$ cat config.mk
export PLATFORM = sky130hd
export DESIGN_NAME = i_decode_top
export DESIGN_NICKNAME = d
export VERILOG_FILES = /design/src/decode_pkg.sv /design/src/i_decode_top.sv /design/src/dispatch_regs.sv /design/src/issue_ctrl.sv /design/src/operand_fetch.sv /design/src/instr_fields.sv
export SDC_FILE = /design/constraint.sdc
export NUM_CORES = 1
export LEC_CHECK = 0
export CAP_MARGIN = 20
export CORE_AREA = 2 2 270 272
export CTS_CLUSTER_SIZE = 14
export DETAILED_ROUTE_END_ITERATION = 16
export DIE_AREA = 0 0 272 274
export DONT_BUFFER_PORTS = 1
export GPL_ROUTABILITY_DRIVEN = 0
export PLACE_DENSITY_LB_ADDON = 0.08
export SLEW_MARGIN = 40
export SYNTH_ARGS = -nofsm -noshare
export SYNTH_HDL_FRONTEND = slang
export SYNTH_HIERARCHICAL = 1
export SYNTH_SLANG_ARGS = --single-unit
$ cat constraint.sdc
create_clock -name clk -period 2.4 [get_ports clk]
set_clock_uncertainty 0.1 [all_clocks]
set_input_delay 0.36 -clock clk [delete_from_list [all_inputs] [get_ports clk]]
set_output_delay 0.36 -clock clk [all_outputs]
set_load 0.01 [all_outputs]
$ cat src/decode_pkg.sv
`default_nettype none

package decode_pkg;

    localparam int XLEN      = 32;
    localparam int REG_IDX_W = 5;
    localparam int ROB_DEPTH = 8;
    localparam int ROB_TAG_W = $clog2(ROB_DEPTH);

    typedef logic [XLEN-1:0]      word_t;
    typedef logic [REG_IDX_W-1:0] reg_idx_t;

    // tag 0 is reserved and means no producer
    typedef logic [ROB_TAG_W-1:0] rob_tag_t;

    // only the major opcodes this stage issues
    typedef enum logic [6:0] {
        op_lui   = 7'b0110111,
        op_auipc = 7'b0010111,
        op_br    = 7'b1100011,
        op_imm   = 7'b0010011,
        op_reg   = 7'b0110011
    } opcode_t;

    // encoded as {funct7[5], funct3}
    typedef enum logic [3:0] {
        alu_add = 4'b0000,
        alu_sll = 4'b0001,
        alu_xor = 4'b0100,
        alu_srl = 4'b0101,
        alu_or  = 4'b0110,
        alu_and = 4'b0111,
        alu_sub = 4'b1000,
        alu_sra = 4'b1101
    } alu_op_t;

    // compare station reuses funct3 as its operation
    typedef logic [2:0] cmp_op_t;

    localparam cmp_op_t F3_ADD  = 3'b000;
    localparam cmp_op_t F3_SLT  = 3'b010;
    localparam cmp_op_t F3_SLTU = 3'b011;
    localparam cmp_op_t F3_SR   = 3'b101;

    typedef struct packed {
        word_t    value;
        rob_tag_t tag;
        logic     ready;
    } operand_t;

    typedef enum logic [1:0] {
        st_none = 2'd0,
        st_alu  = 2'd1,
        st_cmp  = 2'd2
    } station_t;

endpackage

`default_nettype wire
$ cat src/i_decode_top.sv
`timescale 1ns/100ps
`default_nettype none

module i_decode_top import decode_pkg::*; (
    input  wire                   clk,
    input  wire                   rst_n_i,
    input  wire                   flush_i,
    input  word_t                 instr_i,
    input  word_t                 pc_i,
    input  wire                   i_queue_empty_i,
    output logic                  i_queue_read_o,
    input  word_t                 reg_vj_i,
    input  word_t                 reg_vk_i,
    input  rob_tag_t              reg_qj_i,
    input  rob_tag_t              reg_qk_i,
    output reg_idx_t              rs1_o,
    output reg_idx_t              rs2_o,
    output reg_idx_t              rd_o,
    output rob_tag_t              tag_o,
    output logic                  tag_load_o,
    input  rob_tag_t              rob_free_tag_i,
    input  wire                   rob_full_i,
    input  logic  [ROB_DEPTH-1:0] rob_ready_i,
    input  word_t [ROB_DEPTH-1:0] rob_value_i,
    output logic                  rob_write_o,
    output word_t                 rob_pc_o,
    output opcode_t               rob_opcode_o,
    output reg_idx_t              rob_rd_o,
    input  wire                   alu_rs_full_i,
    output logic                  alu_valid_o,
    output alu_op_t               alu_op_o,
    output operand_t              alu_src1_o,
    output operand_t              alu_src2_o,
    output rob_tag_t              alu_rob_tag_o,
    input  wire                   cmp_rs_full_i,
    output logic                  cmp_valid_o,
    output cmp_op_t               cmp_op_o,
    output logic                  cmp_is_branch_o,
    output operand_t              cmp_src1_o,
    output operand_t              cmp_src2_o,
    output word_t                 cmp_pc_o,
    output word_t                 cmp_b_imm_o,
    output rob_tag_t              cmp_rob_tag_o
);

    opcode_t  opcode;
    cmp_op_t  funct3;
    word_t    i_imm;
    word_t    u_imm;
    word_t    b_imm;
    station_t station;
    alu_op_t  alu_op;
    logic     use_rs1;
    logic     use_rs2;
    logic     is_branch;
    logic     accept;
    operand_t src1_reg;
    operand_t src2_reg;

    assign is_branch = (opcode == op_br);

    instr_fields u_fields (
        .instr_i   (instr_i),
        .opcode_o  (opcode),
        .funct3_o  (funct3),
        .rs1_o     (rs1_o),
        .rs2_o     (rs2_o),
        .rd_o      (rd_o),
        .i_imm_o   (i_imm),
        .u_imm_o   (u_imm),
        .b_imm_o   (b_imm),
        .station_o (station),
        .alu_op_o  (alu_op),
        .use_rs1_o (use_rs1),
        .use_rs2_o (use_rs2)
    );

    operand_fetch u_operands (
        .clk         (clk),
        .rst_n_i     (rst_n_i),
        .flush_i     (flush_i),
        .accept_i    (accept),
        .is_branch_i (is_branch),
        .rs1_i       (rs1_o),
        .rs2_i       (rs2_o),
        .rd_i        (rd_o),
        .use_rs1_i   (use_rs1),
        .use_rs2_i   (use_rs2),
        .free_tag_i  (rob_free_tag_i),
        .reg_vj_i    (reg_vj_i),
        .reg_vk_i    (reg_vk_i),
        .reg_qj_i    (reg_qj_i),
        .reg_qk_i    (reg_qk_i),
        .rob_ready_i (rob_ready_i),
        .rob_value_i (rob_value_i),
        .src1_reg_o  (src1_reg),
        .src2_reg_o  (src2_reg)
    );

    issue_ctrl u_issue (
        .i_queue_empty_i (i_queue_empty_i),
        .flush_i         (flush_i),
        .station_i       (station),
        .is_branch_i     (is_branch),
        .rd_i            (rd_o),
        .free_tag_i      (rob_free_tag_i),
        .rob_full_i      (rob_full_i),
        .alu_rs_full_i   (alu_rs_full_i),
        .cmp_rs_full_i   (cmp_rs_full_i),
        .accept_o        (accept),
        .i_queue_read_o  (i_queue_read_o),
        .tag_load_o      (tag_load_o),
        .tag_o           (tag_o)
    );

    dispatch_regs u_dispatch (
        .clk             (clk),
        .rst_n_i         (rst_n_i),
        .flush_i         (flush_i),
        .accept_i        (accept),
        .station_i       (station),
        .opcode_i        (opcode),
        .alu_op_i        (alu_op),
        .funct3_i        (funct3),
        .pc_i            (pc_i),
        .rd_i            (rd_o),
        .i_imm_i         (i_imm),
        .u_imm_i         (u_imm),
        .b_imm_i         (b_imm),
        .src1_reg_i      (src1_reg),
        .src2_reg_i      (src2_reg),
        .free_tag_i      (rob_free_tag_i),
        .alu_valid_o     (alu_valid_o),
        .alu_op_o        (alu_op_o),
        .alu_src1_o      (alu_src1_o),
        .alu_src2_o      (alu_src2_o),
        .alu_rob_tag_o   (alu_rob_tag_o),
        .cmp_valid_o     (cmp_valid_o),
        .cmp_op_o        (cmp_op_o),
        .cmp_is_branch_o (cmp_is_branch_o),
        .cmp_src1_o      (cmp_src1_o),
        .cmp_src2_o      (cmp_src2_o),
        .cmp_pc_o        (cmp_pc_o),
        .cmp_b_imm_o     (cmp_b_imm_o),
        .cmp_rob_tag_o   (cmp_rob_tag_o),
        .rob_write_o     (rob_write_o),
        .rob_pc_o        (rob_pc_o),
        .rob_opcode_o    (rob_opcode_o),
        .rob_rd_o        (rob_rd_o)
    );

endmodule

`default_nettype wire

$ cat src/dispatch_regs.sv
`timescale 1ns/100ps
`default_nettype none

module dispatch_regs import decode_pkg::*; (
    input  wire      clk,
    input  wire      rst_n_i,
    input  wire      flush_i,
    input  wire      accept_i,
    input  station_t station_i,
    input  opcode_t  opcode_i,
    input  alu_op_t  alu_op_i,
    input  cmp_op_t  funct3_i,
    input  word_t    pc_i,
    input  reg_idx_t rd_i,
    input  word_t    i_imm_i,
    input  word_t    u_imm_i,
    input  word_t    b_imm_i,
    input  operand_t src1_reg_i,
    input  operand_t src2_reg_i,
    input  rob_tag_t free_tag_i,
    output logic     alu_valid_o,
    output alu_op_t  alu_op_o,
    output operand_t alu_src1_o,
    output operand_t alu_src2_o,
    output rob_tag_t alu_rob_tag_o,
    output logic     cmp_valid_o,
    output cmp_op_t  cmp_op_o,
    output logic     cmp_is_branch_o,
    output operand_t cmp_src1_o,
    output operand_t cmp_src2_o,
    output word_t    cmp_pc_o,
    output word_t    cmp_b_imm_o,
    output rob_tag_t cmp_rob_tag_o,
    output logic     rob_write_o,
    output word_t    rob_pc_o,
    output opcode_t  rob_opcode_o,
    output reg_idx_t rob_rd_o
);

    operand_t src1;
    operand_t src2;
    logic     is_branch;
    logic     go_alu;
    logic     go_cmp;

    function automatic operand_t imm_operand(input word_t v);
        operand_t op;
        op.value = v;
        op.tag   = '0;
        op.ready = 1'b1;
        return op;
    endfunction

    assign is_branch = (opcode_i == op_br);
    assign go_alu    = accept_i && (station_i == st_alu);
    assign go_cmp    = accept_i && (station_i == st_cmp);

    // operand sources depend on the instruction form
    always_comb begin
        src1 = src1_reg_i;
        src2 = src2_reg_i;
        case (opcode_i)
            op_lui: begin
                src1 = imm_operand('0);
                src2 = imm_operand(u_imm_i);
            end
            op_auipc: begin
                src1 = imm_operand(pc_i);
                src2 = imm_operand(u_imm_i);
            end
            op_imm: begin
                src2 = imm_operand(i_imm_i);
            end
            default: begin
                src1 = src1_reg_i;
                src2 = src2_reg_i;
            end
        endcase
    end

    always_ff @(posedge clk or negedge rst_n_i) begin
        if (!rst_n_i) begin
            alu_valid_o <= 1'b0;
            cmp_valid_o <= 1'b0;
            rob_write_o <= 1'b0;
        end else if (flush_i) begin
            alu_valid_o <= 1'b0;
            cmp_valid_o <= 1'b0;
            rob_write_o <= 1'b0;
        end else begin
            alu_valid_o <= go_alu;
            cmp_valid_o <= go_cmp;
            rob_write_o <= accept_i;
        end
    end

    always_ff @(posedge clk) begin
        if (go_alu) begin
            alu_op_o      <= alu_op_i;
            alu_src1_o    <= src1;
            alu_src2_o    <= src2;
            alu_rob_tag_o <= free_tag_i;
        end
        if (go_cmp) begin
            cmp_op_o        <= funct3_i;
            cmp_is_branch_o <= is_branch;
            cmp_src1_o      <= src1;
            cmp_src2_o      <= src2;
            cmp_pc_o        <= pc_i;
            cmp_b_imm_o     <= is_branch ? b_imm_i : '0;
            cmp_rob_tag_o   <= free_tag_i;
        end
        if (accept_i) begin
            rob_pc_o     <= pc_i;
            rob_opcode_o <= opcode_i;
            // branch rd field holds immediate bits
            rob_rd_o     <= is_branch ? '0 : rd_i;
        end
    end

endmodule

`default_nettype wire

$ cat src/issue_ctrl.sv
`timescale 1ns/100ps
`default_nettype none

module issue_ctrl import decode_pkg::*; (
    input  wire      i_queue_empty_i,
    input  wire      flush_i,
    input  station_t station_i,
    input  wire      is_branch_i,
    input  reg_idx_t rd_i,
    input  rob_tag_t free_tag_i,
    input  wire      rob_full_i,
    input  wire      alu_rs_full_i,
    input  wire      cmp_rs_full_i,
    output logic     accept_o,
    output logic     i_queue_read_o,
    output logic     tag_load_o,
    output rob_tag_t tag_o
);

    logic head_ok;
    logic target_ok;
    logic has_dest;
    logic discard;

    assign head_ok  = !i_queue_empty_i && !flush_i;
    assign has_dest = is_branch_i || (rd_i != '0);

    // only the station this instruction goes to can hold it back
    assign target_ok = (station_i == st_alu && !alu_rs_full_i) ||
                       (station_i == st_cmp && !cmp_rs_full_i);

    assign accept_o = head_ok && target_ok && has_dest &&
                      (free_tag_i != '0) && !rob_full_i;

    // writes to x0 and opcodes we do not handle are dropped
    assign discard = head_ok && (station_i == st_none || !has_dest);

    assign i_queue_read_o = accept_o || discard;

    // branches produce no register result
    assign tag_load_o = accept_o && !is_branch_i;
    assign tag_o      = tag_load_o ? free_tag_i : '0;

endmodule

`default_nettype wire

$ cat src/operand_fetch.sv
`timescale 1ns/100ps
`default_nettype none

module operand_fetch import decode_pkg::*; (
    input  wire                      clk,
    input  wire                      rst_n_i,
    input  wire                      flush_i,
    input  wire                      accept_i,
    input  wire                      is_branch_i,
    input  reg_idx_t                 rs1_i,
    input  reg_idx_t                 rs2_i,
    input  reg_idx_t                 rd_i,
    input  wire                      use_rs1_i,
    input  wire                      use_rs2_i,
    input  rob_tag_t                 free_tag_i,
    input  word_t                    reg_vj_i,
    input  word_t                    reg_vk_i,
    input  rob_tag_t                 reg_qj_i,
    input  rob_tag_t                 reg_qk_i,
    input  logic  [ROB_DEPTH-1:0]    rob_ready_i,
    input  word_t [ROB_DEPTH-1:0]    rob_value_i,
    output operand_t                 src1_reg_o,
    output operand_t                 src2_reg_o
);

    // rename made by the instruction accepted last cycle
    logic     prev_valid;
    reg_idx_t prev_rd;
    rob_tag_t prev_tag;

    reg_idx_t idx1;
    reg_idx_t idx2;

    function automatic operand_t resolve(input reg_idx_t idx, input word_t vreg,
                                         input rob_tag_t qreg);
        operand_t op;
        op.value = '0;
        op.tag   = '0;
        op.ready = 1'b1;
        if (idx == '0) begin
            op.ready = 1'b1;
        end else if (prev_valid && prev_rd == idx) begin
            // register file has not seen last cycle's rename yet
            op.tag   = prev_tag;
            op.ready = 1'b0;
        end else if (qreg != '0 && rob_ready_i[qreg]) begin
            op.value = rob_value_i[qreg];
        end else if (qreg != '0) begin
            op.tag   = qreg;
            op.ready = 1'b0;
        end else begin
            op.value = vreg;
        end
        return op;
    endfunction

    // immediate-sourced operands look like x0 here
    assign idx1 = use_rs1_i ? rs1_i : '0;
    assign idx2 = use_rs2_i ? rs2_i : '0;

    always_comb begin
        src1_reg_o = resolve(idx1, reg_vj_i, reg_qj_i);
        src2_reg_o = resolve(idx2, reg_vk_i, reg_qk_i);
    end

    always_ff @(posedge clk or negedge rst_n_i) begin
        if (!rst_n_i) begin
            prev_valid <= 1'b0;
        end else if (flush_i) begin
            prev_valid <= 1'b0;
        end else begin
            prev_valid <= accept_i && !is_branch_i;
        end
    end

    always_ff @(posedge clk) begin
        if (accept_i && !is_branch_i) begin
            prev_rd  <= rd_i;
            prev_tag <= free_tag_i;
        end
    end

endmodule

`default_nettype wire

$ cat src/instr_fields.sv
`timescale 1ns/100ps
`default_nettype none

module instr_fields import decode_pkg::*; (
    input  word_t    instr_i,
    output opcode_t  opcode_o,
    output cmp_op_t  funct3_o,
    output reg_idx_t rs1_o,
    output reg_idx_t rs2_o,
    output reg_idx_t rd_o,
    output word_t    i_imm_o,
    output word_t    u_imm_o,
    output word_t    b_imm_o,
    output station_t station_o,
    output alu_op_t  alu_op_o,
    output logic     use_rs1_o,
    output logic     use_rs2_o
);

    logic    f7_bit5;
    logic    is_slt;
    cmp_op_t f3;

    assign opcode_o = opcode_t'(instr_i[6:0]);
    assign f3       = instr_i[14:12];
    assign funct3_o = f3;
    assign f7_bit5  = instr_i[30];
    assign rs1_o    = instr_i[19:15];
    assign rs2_o    = instr_i[24:20];
    assign rd_o     = instr_i[11:7];

    assign i_imm_o = {{20{instr_i[31]}}, instr_i[31:20]};
    assign u_imm_o = {instr_i[31:12], 12'h000};
    assign b_imm_o = {{20{instr_i[31]}}, instr_i[7], instr_i[30:25], instr_i[11:8], 1'b0};

    // slt and sltu go to the compare station in both forms
    assign is_slt = (f3 == F3_SLT) || (f3 == F3_SLTU);

    always_comb begin
        station_o = st_none;
        alu_op_o  = alu_add;
        use_rs1_o = 1'b0;
        use_rs2_o = 1'b0;
        case (opcode_o)
            op_lui, op_auipc: begin
                station_o = st_alu;
            end
            op_br: begin
                station_o = st_cmp;
                use_rs1_o = 1'b1;
                use_rs2_o = 1'b1;
            end
            op_imm: begin
                station_o = is_slt ? st_cmp : st_alu;
                use_rs1_o = 1'b1;
                // addi has no subtract form, only srai uses bit 30
                if (f3 == F3_SR) begin
                    alu_op_o = alu_op_t'({f7_bit5, f3});
                end else begin
                    alu_op_o = alu_op_t'({1'b0, f3});
                end
            end
            op_reg: begin
                station_o = is_slt ? st_cmp : st_alu;
                use_rs1_o = 1'b1;
                use_rs2_o = 1'b1;
                if (f3 == F3_SR || f3 == F3_ADD) begin
                    alu_op_o = alu_op_t'({f7_bit5, f3});
                end else begin
                    alu_op_o = alu_op_t'({1'b0, f3});
                end
            end
            default: begin
                station_o = st_none;
            end
        endcase
    end

endmodule

`default_nettype wire

# ---- Word-level counts from Yosys, hierarchy flattened
# Cells that the tools add are included.
dict set report op_classes {
  n_lt_le_gt_ge 2
  n_eq_ne 12
  muxes 40
  reduce_logical 40
}
# op count
set ops {}
lappend ops {{$mux W32} 8}
lappend ops {{$bmux W32 S3} 2}
lappend ops {{$pmux W36 S2} 2}
lappend ops {{$mux W35} 2}
lappend ops {{$mux W4} 8}
lappend ops {{$logic_and A1 B1 Y1} 15}
lappend ops {{$eq A7 B5 Y1 const B} 2}
lappend ops {{$eq A7 B6 Y1 const B} 2}
lappend ops {{$eq A5 B5 Y1} 2}
lappend ops {{$logic_not A5 Y1} 2}
lappend ops {{$mux W1} 10}
lappend ops {{$mux W5} 2}
lappend ops {{$reduce_bool A3 Y1} 3}
lappend ops {{$lt A3 B4 Y1 const B} 2}
lappend ops {{$pmux W4 S2} 1}
lappend ops {{$eq A7 B7 Y1 const B} 1}
lappend ops {{$logic_not A1 Y1} 7}
lappend ops {{$bmux W1 S3} 2}
lappend ops {{$eq A3 B2 Y1 const B} 2}
lappend ops {{$logic_or A1 B1 Y1} 6}
lappend ops {{$pmux W2 S3} 1}
lappend ops {{$reduce_or A2 Y1} 3}
lappend ops {{$reduce_bool A5 Y1} 1}
lappend ops {{$eq A3 B3 Y1 const B} 1}
lappend ops {{7 further kinds} 7}
dict set report word_totals {
  ff_bits 259
  in_bits 408
  output_inout_bits 289
  wordCells 123
}

# ---- Longest topological paths before layout
# Gate-level depths: netlist of run 1.
dict set report logic_depth {
  ltp_word 13
  mapped_depth 12
  ltp_nobuf 11
}

# ---- Cells and area by module
# Netlist of run 1, hierarchy kept.
# module instances cells_per_inst area_each_um2 seq_area_each_um2
set modules_own_cells {}
lappend modules_own_cells {dispatch_regs 1 593 10259.8 8062.7}
lappend modules_own_cells {operand_fetch 1 520 5616.6 265.3}
lappend modules_own_cells {instr_fields 1 142 1047.3 0.0}
lappend modules_own_cells {issue_ctrl 1 13 103.8 0.0}
lappend modules_own_cells {i_decode_top 1 2 17.5 0.0}

# ---- Worst setup path after synthesis of run 1
# No wires, ideal clock.
dict set report synth_path {
  path_kind {input to register}
  startpoint {in instr_i[3]}
  endpoint {reg u_dispatch.cmp_b_imm_o[0] (enable)}
  arrival_ps 10798
  required_time_ps 1654
  slack_ps -9144
  path_stages 7
  n_path_buf 0
  path_cell_list {nand3b_4 or3_1 o22ai_1 nor2_1 nor3_1 nand2_1 nor2_1}
}
dict set report synth_between {
  elab_chain_len 11
}
# element line_no
set synth_rtl {}
lappend synth_rtl {{start: declaration} i_decode_top.sv:8} ;# input word_t instr_i,
lappend synth_rtl {{$eq A7 B6 Y1 / $eq A7 B5 Y1 (equally long branches)} instr_fields.sv:44} ;# case (opcode_o)
lappend synth_rtl {{$reduce_or A2 Y1 (no line)} --}
lappend synth_rtl {{$pmux W2 S3 *} instr_fields.sv:44}
lappend synth_rtl {{named net station[1]} i_decode_top.sv:51} ;# station_t station;
lappend synth_rtl {{$eq A2 B1 Y1 / $eq A2 B2 Y1 (equally long branches)} {issue_ctrl.sv:29, issue_ctrl.sv:30}}
lappend synth_rtl {{$logic_and A1 B1 Y1 (on tied branches)} {issue_ctrl.sv:29, issue_ctrl.sv:30}}
lappend synth_rtl {{$logic_or A1 B1 Y1 *} issue_ctrl.sv:29} ;# assign target_ok = (station_i == st_alu && !alu_rs_full_i) ||
lappend synth_rtl {{$logic_and A1 B1 Y1 * (3 in series)} issue_ctrl.sv:32} ;# assign accept_o = head_ok && target_ok && has_dest &&
lappend synth_rtl {{$logic_and A1 B1 Y1 *} issue_ctrl.sv:33} ;# (free_tag_i != '0) && !rob_full_i;
lappend synth_rtl {{named net accept} i_decode_top.sv:56} ;# logic accept;
lappend synth_rtl {{$logic_and A1 B1 Y1 *} dispatch_regs.sv:56} ;# assign go_cmp = accept_i && (station_i == st_cmp);
lappend synth_rtl {{end signal: assignment} dispatch_regs.sv:110} ;# cmp_b_imm_o <= is_branch ? b_imm_i : '0;
lappend synth_rtl {{end: declaration} dispatch_regs.sv:32} ;# output word_t cmp_b_imm_o,
# Mark *: on every way through the listed nets, which the timed path passes. The rest lies on a longest branch.
# A chain may end at the register's enable or synchronous reset.

# ---- Worst setup path in the final report of run 1
dict set report layout_path {
  startpoint {in instr_i[3]}
  endpoint {out tag_o[0]}
}
dict set report layout_between {
  elab_chain_len 12
}
# element line_no
set layout_rtl {}
lappend layout_rtl {{$eq A7 B6 Y1 / $eq A7 B5 Y1 (equally long branches)} instr_fields.sv:44}
lappend layout_rtl {{$reduce_or A2 Y1 (no line)} --}
lappend layout_rtl {{$pmux W2 S3 *} instr_fields.sv:44}
lappend layout_rtl {{named net station[1]} i_decode_top.sv:51}
lappend layout_rtl {{$eq A2 B1 Y1 / $eq A2 B2 Y1 (equally long branches)} {issue_ctrl.sv:29, issue_ctrl.sv:30}}
lappend layout_rtl {{$logic_and A1 B1 Y1 (on tied branches)} {issue_ctrl.sv:29, issue_ctrl.sv:30}}
lappend layout_rtl {{$logic_or A1 B1 Y1 *} issue_ctrl.sv:29}
lappend layout_rtl {{$logic_and A1 B1 Y1 * (3 in series)} issue_ctrl.sv:32}
lappend layout_rtl {{$logic_and A1 B1 Y1 *} issue_ctrl.sv:33}
lappend layout_rtl {{$logic_and A1 B1 Y1 *} issue_ctrl.sv:41} ;# assign tag_load_o = accept_o && !is_branch_i;
lappend layout_rtl {{$mux W3 *} issue_ctrl.sv:42} ;# assign tag_o = tag_load_o ? free_tag_i : '0;
lappend layout_rtl {{end: declaration} i_decode_top.sv:19} ;# output rob_tag_t tag_o,
# Marked as above.

==> results.cfg, run 1 <==
[setup_path]
r2r_setup_slack_ps = -100
worstRegToRegCells = 11
path_max_fanout = 5
cp_common_cell = buf_6
worstPathArrival_ps = 2090
cp_slowest_cell = nor4bb_4
crit_chain = nand3b_4 -> buf_6 -> or3_4 -> buf_6 -> o22ai_4 -> buf_6 -> o22ai_4 -> o311ai_4 -> buf_6 -> nor4bb_4 -> buf_4 -> buf_6
path_buf_inv = 6
r2r-end = u_dispatch/alu_src2_o[25]$_DFFE_PN_
worstSetupPathType = in -> out
critPathTopFamily = buffers and inverters
endpoint_kind = output port
cp_slowest_stage_delay_ps = 360
r2r-start = u_operands/prev_rd[1]$_DFFE_PP_
required_ps = 1940
critPathLaunchType = input port
critical_path_depth = 12

[yosys]
syn_inst = 1270
yosys_most_used_dff = edfxtp_1
yosysWarnings = 6
synth_top_area_share_pct = 48.3
synth_edf_count = 274
ys_seq_area_share_pct = 48.9
syn_area_mm2 = 0.0170
syn_area_per_cell_um2 = 13.4
async_reset_ff_share_pct = 1.44
synthTopCellsByArea = edfxtp_1 48%, mux4_2 12%, mux4_1 6.0%
ys_seq_elements = 278
synth.distinct_cells = 61
synth_top_area_cell = edfxtp_1

[clock_network]
cts_sinks = 278
clk_pin_slew_ps = 60
cts_tree = yes
cts_root_buffer = clkbuf_16
clock_latency_ps = 540
cts-buffers-inserted = 35
htree_levels = 2
cts_buffer_depth = 3

[status]
failed_checks = setup timing
status = finished, violations left

[drt]
vias = 11800
drtPass1Iterations = 5
wirelength_um = 83300
drtIter0Drc = 875
antenna_left = 0
post-route-drc-count = 0
wl_per_cell_um = 36.6
drt-vias-per-instance = 5.20

[sta]
setup_viol = 66
finalSetupTns_ps = -3690
relSlewSlack_pct = 51.6
hold_viol_final = 0
fin_crit_sh_pct = 106
min_period_ps = 2550
setup_slack_ps = -149
slew_violations = 0
worst_pin_slew_ps = 720
rsz0062_at_grt = yes
fmax_ghz = 0.392

[power_and_ir_drop]
ir_drop_mv = 0.364
p_per_area_mw_per_mm2 = 581
leakage_nw = 6.28
power_mw = 11.8

[min_path]
min_to = u_dispatch/cmp_src2_o[22]$_DFFE_PN_
hp-start = instr_i[18]
min_path_type = in -> reg
holdPathStages = 1

[cells_and_area]
drive_above_1_share_pct = 35.1
finalNetCount = 1690
area_delta_synth_final_pct = 19.5

[global_route]
overflow = 0
antenna_found_initial = 10
grt_pass1_vias = 12000
grt_pass1_wl_um = 108000
grt_max_degree = 101
grt.total_usage_pct = 21.2

[floorplanning]
start_util_pct = 23.7
die_w_um = 272
coreArea_mm2 = 0.0720
die_height_um = 274
rows = 99
design.die.area_mm2 = 0.0745
io_pins = 697

[job]
max_cap_violations = 0

[placement]
hpwlAfterDp_um = 62000
io_buffers = 0
-- power breakdown --
group | total, mW | switching (mW) | internal, mW | leakage [nW]
Clock | 4.99 | 2.11 | 2.88 | 0.521
Sequential | 5.30 | 0.00383 | 5.29 | 2.17
Combinational | 1.55 | 0.754 | 0.797 | 3.59
-- cell usage in the layout (no fill, tap or decap), drive strengths merged, types with 38 or more instances in the layout --
| cell | synthesis | final |
|---|---|---|
| edfxtp | 274 | 274 |
| mux4 | 132 | 132 |
| buf | 177 | 119 |
| nor2 | 105 | 106 |
| nand2 | 101 | 101 |
| a22oi | 66 | 66 |
| mux2 | 65 | 65 |
| dlygate4sd3 | 0 | 60 |
| nor2b | 48 | 48 |
| clkbuf | 42 | 48 |
| and2 | 38 | 38 |
-- layer usage --
metal	global-route usage (%)	wire [um]	up-vias
li1	-	-	4874
met5	0	55	-
met4	6.26	2490	8
met1	24.5	31100	6176
met3	5.96	6520	95
met2	38.0	43100	664
-- repair_timing --
item                       in CTS  in global routing
pin swaps                      68                 28
hold endpoints to repair      140                  3
resized for setup              85                 37
cloned                          4                  2
setup buffers                  13                 10
hold buffers                   59                  1
setup endpoints to repair     135                196
-- cells in the mapped netlist (33+ instances only) --
cell type,count
nor2b_1,48
nand2_1,101
nor2_1,104
mux2_2,63
clkbuf_1,40
mux4_2,93
mux4_1,39
inv_1,33
a22oi_1,66
buf_4,129
edfxtp_1,274
and2_1,38
-- worst max path at each step --
stage / endpoint / startpoint / slack (ps)
floorplan: u_dispatch/cmp_b_imm_o[0]$_SDFFCE_PN0N_ / instr_i[3] / -2890
global placement: u_dispatch/alu_src2_o[16]$_DFFE_PN_ / reg_qk_i[0] / -690
detailed placement: u_dispatch/cmp_src2_o[16]$_DFFE_PN_ / reg_qk_i[0] / -780
CTS: tag_o[0] / instr_i[3] / -190
global route: u_dispatch/alu_src2_o[29]$_DFFE_PN_ / u_operands/prev_rd[1]$_DFFE_PP_ / -220
finish: tag_o[0] / instr_i[3] / -150
-- state kept, by name, summed over array words and instances (netlist names), 5 cells and up --
register                 flops
u_dispatch/alu_src1_o       36
u_operands/prev_rd           5
u_dispatch/cmp_src1_o       36
u_dispatch/cmp_b_imm_o      32
u_dispatch/rob_pc_o         32
u_dispatch/cmp_src2_o       36
u_dispatch/alu_src2_o       36
u_dispatch/rob_opcode_o      7
u_dispatch/rob_rd_o          5
u_dispatch/cmp_pc_o         32
-- kinds of logic after synthesis --
family                    count (synthesis)  share of synthesized area [%]
buffers and inverters                   252                           9.00
and+or+nand+nor                         357                           10.5
xor gates and xnor gates                  5                          0.257
muxes                                   204                           23.0
other                                     1                         0.0220
AOI/OAI and AO/OA                       173                           8.31
DFF                                     278                           48.9
-- layout make-up --
class / instances / area, um^2
Fill cell: 7373 / 51600
Sequential cell: 278 / 8330
Multi-Input combinational cell: 753 / 7710
Timing Repair Buffer: 181 / 1930
Tap cell: 959 / 1200
Clock buffer: 46 / 938
Clock inverter: 16 / 126
Inverter: 33 / 124
Antenna cell: 6 / 15.0
-- metrics by stage --
| step | instances | setup WS, ps | area (um^2) | hold slack, ps | util [%] |
|---|---|---|---|---|---|
| 2_1_floorplan | 1282 | -2890 | 17200 | -35.6 | - |
| 3_3_place_gp | 2122 | -688 | 18000 | -35.4 | 25.1 |
| 3_5_place_dp | 2122 | -779 | 18000 | -35.4 | 25.1 |
| 4_1_cts | 2258 | -187 | 20200 | -210 | 28.0 |
| 5_1_grt | 2268 | -221 | 20400 | 16.4 | 28.3 |
| 6_report | 2272 | -149 | 20400 | 37.2 | 28.3 |
Power figures use the tool's default switching activity.
==> run 2: changes to the inputs <==
--- a/config.mk
+++ b/config.mk
@@ -5,11 +5,14 @@
 export SDC_FILE = /design/constraint.sdc
 export NUM_CORES = 1
 export LEC_CHECK = 0
+export ABC_AREA = 1
 export CAP_MARGIN = 20
-export CORE_AREA = 2 2 270 272
+export CELL_PAD_IN_SITES_DETAIL_PLACEMENT = 1
+export CELL_PAD_IN_SITES_GLOBAL_PLACEMENT = 1
+export CORE_AREA = 2 2 271 273
 export CTS_CLUSTER_SIZE = 14
 export DETAILED_ROUTE_END_ITERATION = 16
-export DIE_AREA = 0 0 272 274
+export DIE_AREA = 0 0 273 275
 export DONT_BUFFER_PORTS = 1
 export GPL_ROUTABILITY_DRIVEN = 0
 export PLACE_DENSITY_LB_ADDON = 0.08
==> run 2 against run 1 <==
  * The flow now finishes without violations
  * Sequential cell count did not move
  * Maximum frequency rose by 20%
  * Cell count rose by 52%
  * Area after synthesis rose by 7.4%
  * Critical path depth fell by 3
  * Clock power barely moved
  * Core utilization rose by 0.41 points
==> results.cfg, run 2 <==
[setup_path]
path_max_fanout = 20
r2r_setup_slack_ps = 270
crit_start = u_operands/prev_rd[4]$_DFFE_PP_
critPathLaunchType = flip-flop
r2r-end = u_dispatch/cmp_src1_o[15]$_DFFE_PN_
worstRegToRegCells = 9
required_ps = 2750
r2r-start = u_operands/prev_rd[4]$_DFFE_PP_
worstPathArrival_ps = 2480
worstSetupPathType = reg -> reg
endpoint_kind = flip-flop

[floorplanning]
io_pins = 697
coreArea_mm2 = 0.0723
design.die.area_mm2 = 0.0751
rows = 99
die_height_um = 275
start_util_pct = 25.3
die_w_um = 273

[clock_network]
cts_sinks = 278
cts_resized = 0
cts_root_buffer = clkbuf_16
cts_setup_buffers = 0
cts-buffers-inserted = 31
cts_buffer_depth = 3
clock_latency_ps = 600
ctsHoldBuffers = 72
cts_tree = yes
clk_pin_slew_ps = 60
htree_levels = 1

[min_path]
holdPathStages = 2
min_to = u_dispatch/cmp_src2_o[27]$_DFFE_PN_
min_path_type = in -> reg
hp-start = instr_i[31]

[sta]
finalSetupTns_ps = 0
fin_crit_sh_pct = 88.9
min_period_ps = 2130
slew_violations = 0
setup_viol = 0
relSlewSlack_pct = 55.3
worst_pin_slew_ps = 669
hold_viol_final = 0
rsz0062_at_grt = no
fmax_ghz = 0.469

[cells_and_area]
final_common_cell = nand2_1
drive_above_1_share_pct = 8.32
area_delta_synth_final_pct = 13.5
multi_input_area_mm2 = 0.00780
design_area_mm2 = 0.0208
finalNetCount = 2872
final_cell_mix = 1,084 x nand2_1, 389 x nand3_1, 274 x edfxtp_1
fill_cells = 8785
fin_cells = 3455
seqCellArea_mm2 = 0.00833

[power_and_ir_drop]
ir_drop_mv = 0.545
leakage_nw = 8.58
p_per_area_mw_per_mm2 = 579

[yosys]
yosysWarnings = 6
synth_top_area_share_pct = 45.0
ys_seq_elements = 278
yosysMostFrequentCell = nand2_1
synth_common_cells = 1,086 x nand2_1, 390 x nand3_1, 274 x edfxtp_1, 152 x nor2_1, 148 x inv_1
synth_top_area_cell = edfxtp_1
async_reset_ff_share_pct = 1.44
synth_edf_count = 274
ys_seq_area_share_pct = 45.5
syn_inst = 2523
syn_area_per_cell_um2 = 7.25
synthTopCellsByArea = edfxtp_1 45%, nand2_1 22%, nand3_1 11%
yosys_most_used_dff = edfxtp_1
syn_area_mm2 = 0.0183
synth.distinct_cells = 37

[drt]
wirelength_um = 91900
drtIter0Drc = 1116
antenna_left = 0
wl_per_cell_um = 26.6
post-route-drc-count = 0
drtPass1Iterations = 5
drt-vias-per-instance = 4.79
vias = 16600

[global_route]
grt_max_degree = 160
grt.total_usage_pct = 23.5
grt_pass1_vias = 17300
antenna_found_initial = 20
overflow = 0
grt_pass1_wl_um = 128000

[placement]
hpwlAfterDp_um = 69900
io_buffers = 0
dp_cells = 3318
place_area_mm2 = 0.0190

[job]
max_cap_violations = 0

[status]
status = finished clean
run 2: worst max-delay path: stages, from the launching register on:
cell and delay, ps:
edfxtp_1 480, xnor2_1 250, inv_1 70, nand2_1 70, nor2_1 70, nor2_4 510, nand2_1 130, nor2_1 120
nand2_1 60, nand2_1 100
run 2: where the power goes:
part           total, mW  switching, mW  leakage, nW  internal, mW
logic               1.75           1.16         5.89         0.589
registers           5.31        0.00387         2.17          5.30
clock network       4.96           2.05        0.513          2.91
run 2: layer usage:
layer	share of wire [%]	up-vias	track usage, %	routed length [um]
met1	40	7988	27.8	37200
met2	48	530	40.6	44500
met3	8.1	123	7.36	7400
li1	-	7894	-	-
met5	0.15	-	0	138
met4	2.9	22	6.87	2650
run 2: worst max path at each step:
stage               cells after the start                                      end  slack (ps)
floorplan                              11  u_dispatch/cmp_b_imm_o[0]$_SDFFCE_PN0N_       -3490
global placement                       15      u_dispatch/cmp_src1_o[30]$_DFFE_PN_        -480
detailed placement                     17       u_dispatch/cmp_src2_o[8]$_DFFE_PN_        -290
CTS                                     9      u_dispatch/alu_src1_o[25]$_DFFE_PN_         240
global route                            9      u_dispatch/cmp_src1_o[12]$_DFFE_PN_         110
finish                                  9      u_dispatch/cmp_src1_o[15]$_DFFE_PN_         270
run 2: cells by family after synthesis:
family	synth area share, %
other cells	0.0205
buf+inv	12.7
compound gates	3.68
simple gates	38.0
xor+xnor	0.0957
flops	45.5
run 2: area by class of cell:
type / count / share of cell area (%)
Tap cell: 959 / 5.78
Timing Repair Buffer: 173 / 8.37
Antenna cell: 7 / 0.0843
Clock inverter: 24 / 1.29
Clock buffer: 34 / 3.79
Inverter: 160 / 3.08
Multi-Input combinational cell: 1820 / 37.5
Sequential cell: 278 / 40.1
run 2: through the flow:
step                power (mW)  hold WS (ps)  util, %  setup WS (ps)
finish                    12.0          27.6     28.7            267
global route              12.5          24.9     28.7            107
CTS                       12.2          2.91     28.7            238
detailed placement        7.02         -35.4     26.2           -292
global placement          7.01         -35.4     26.2           -478
floorplan                 6.68         -35.6        -          -3490
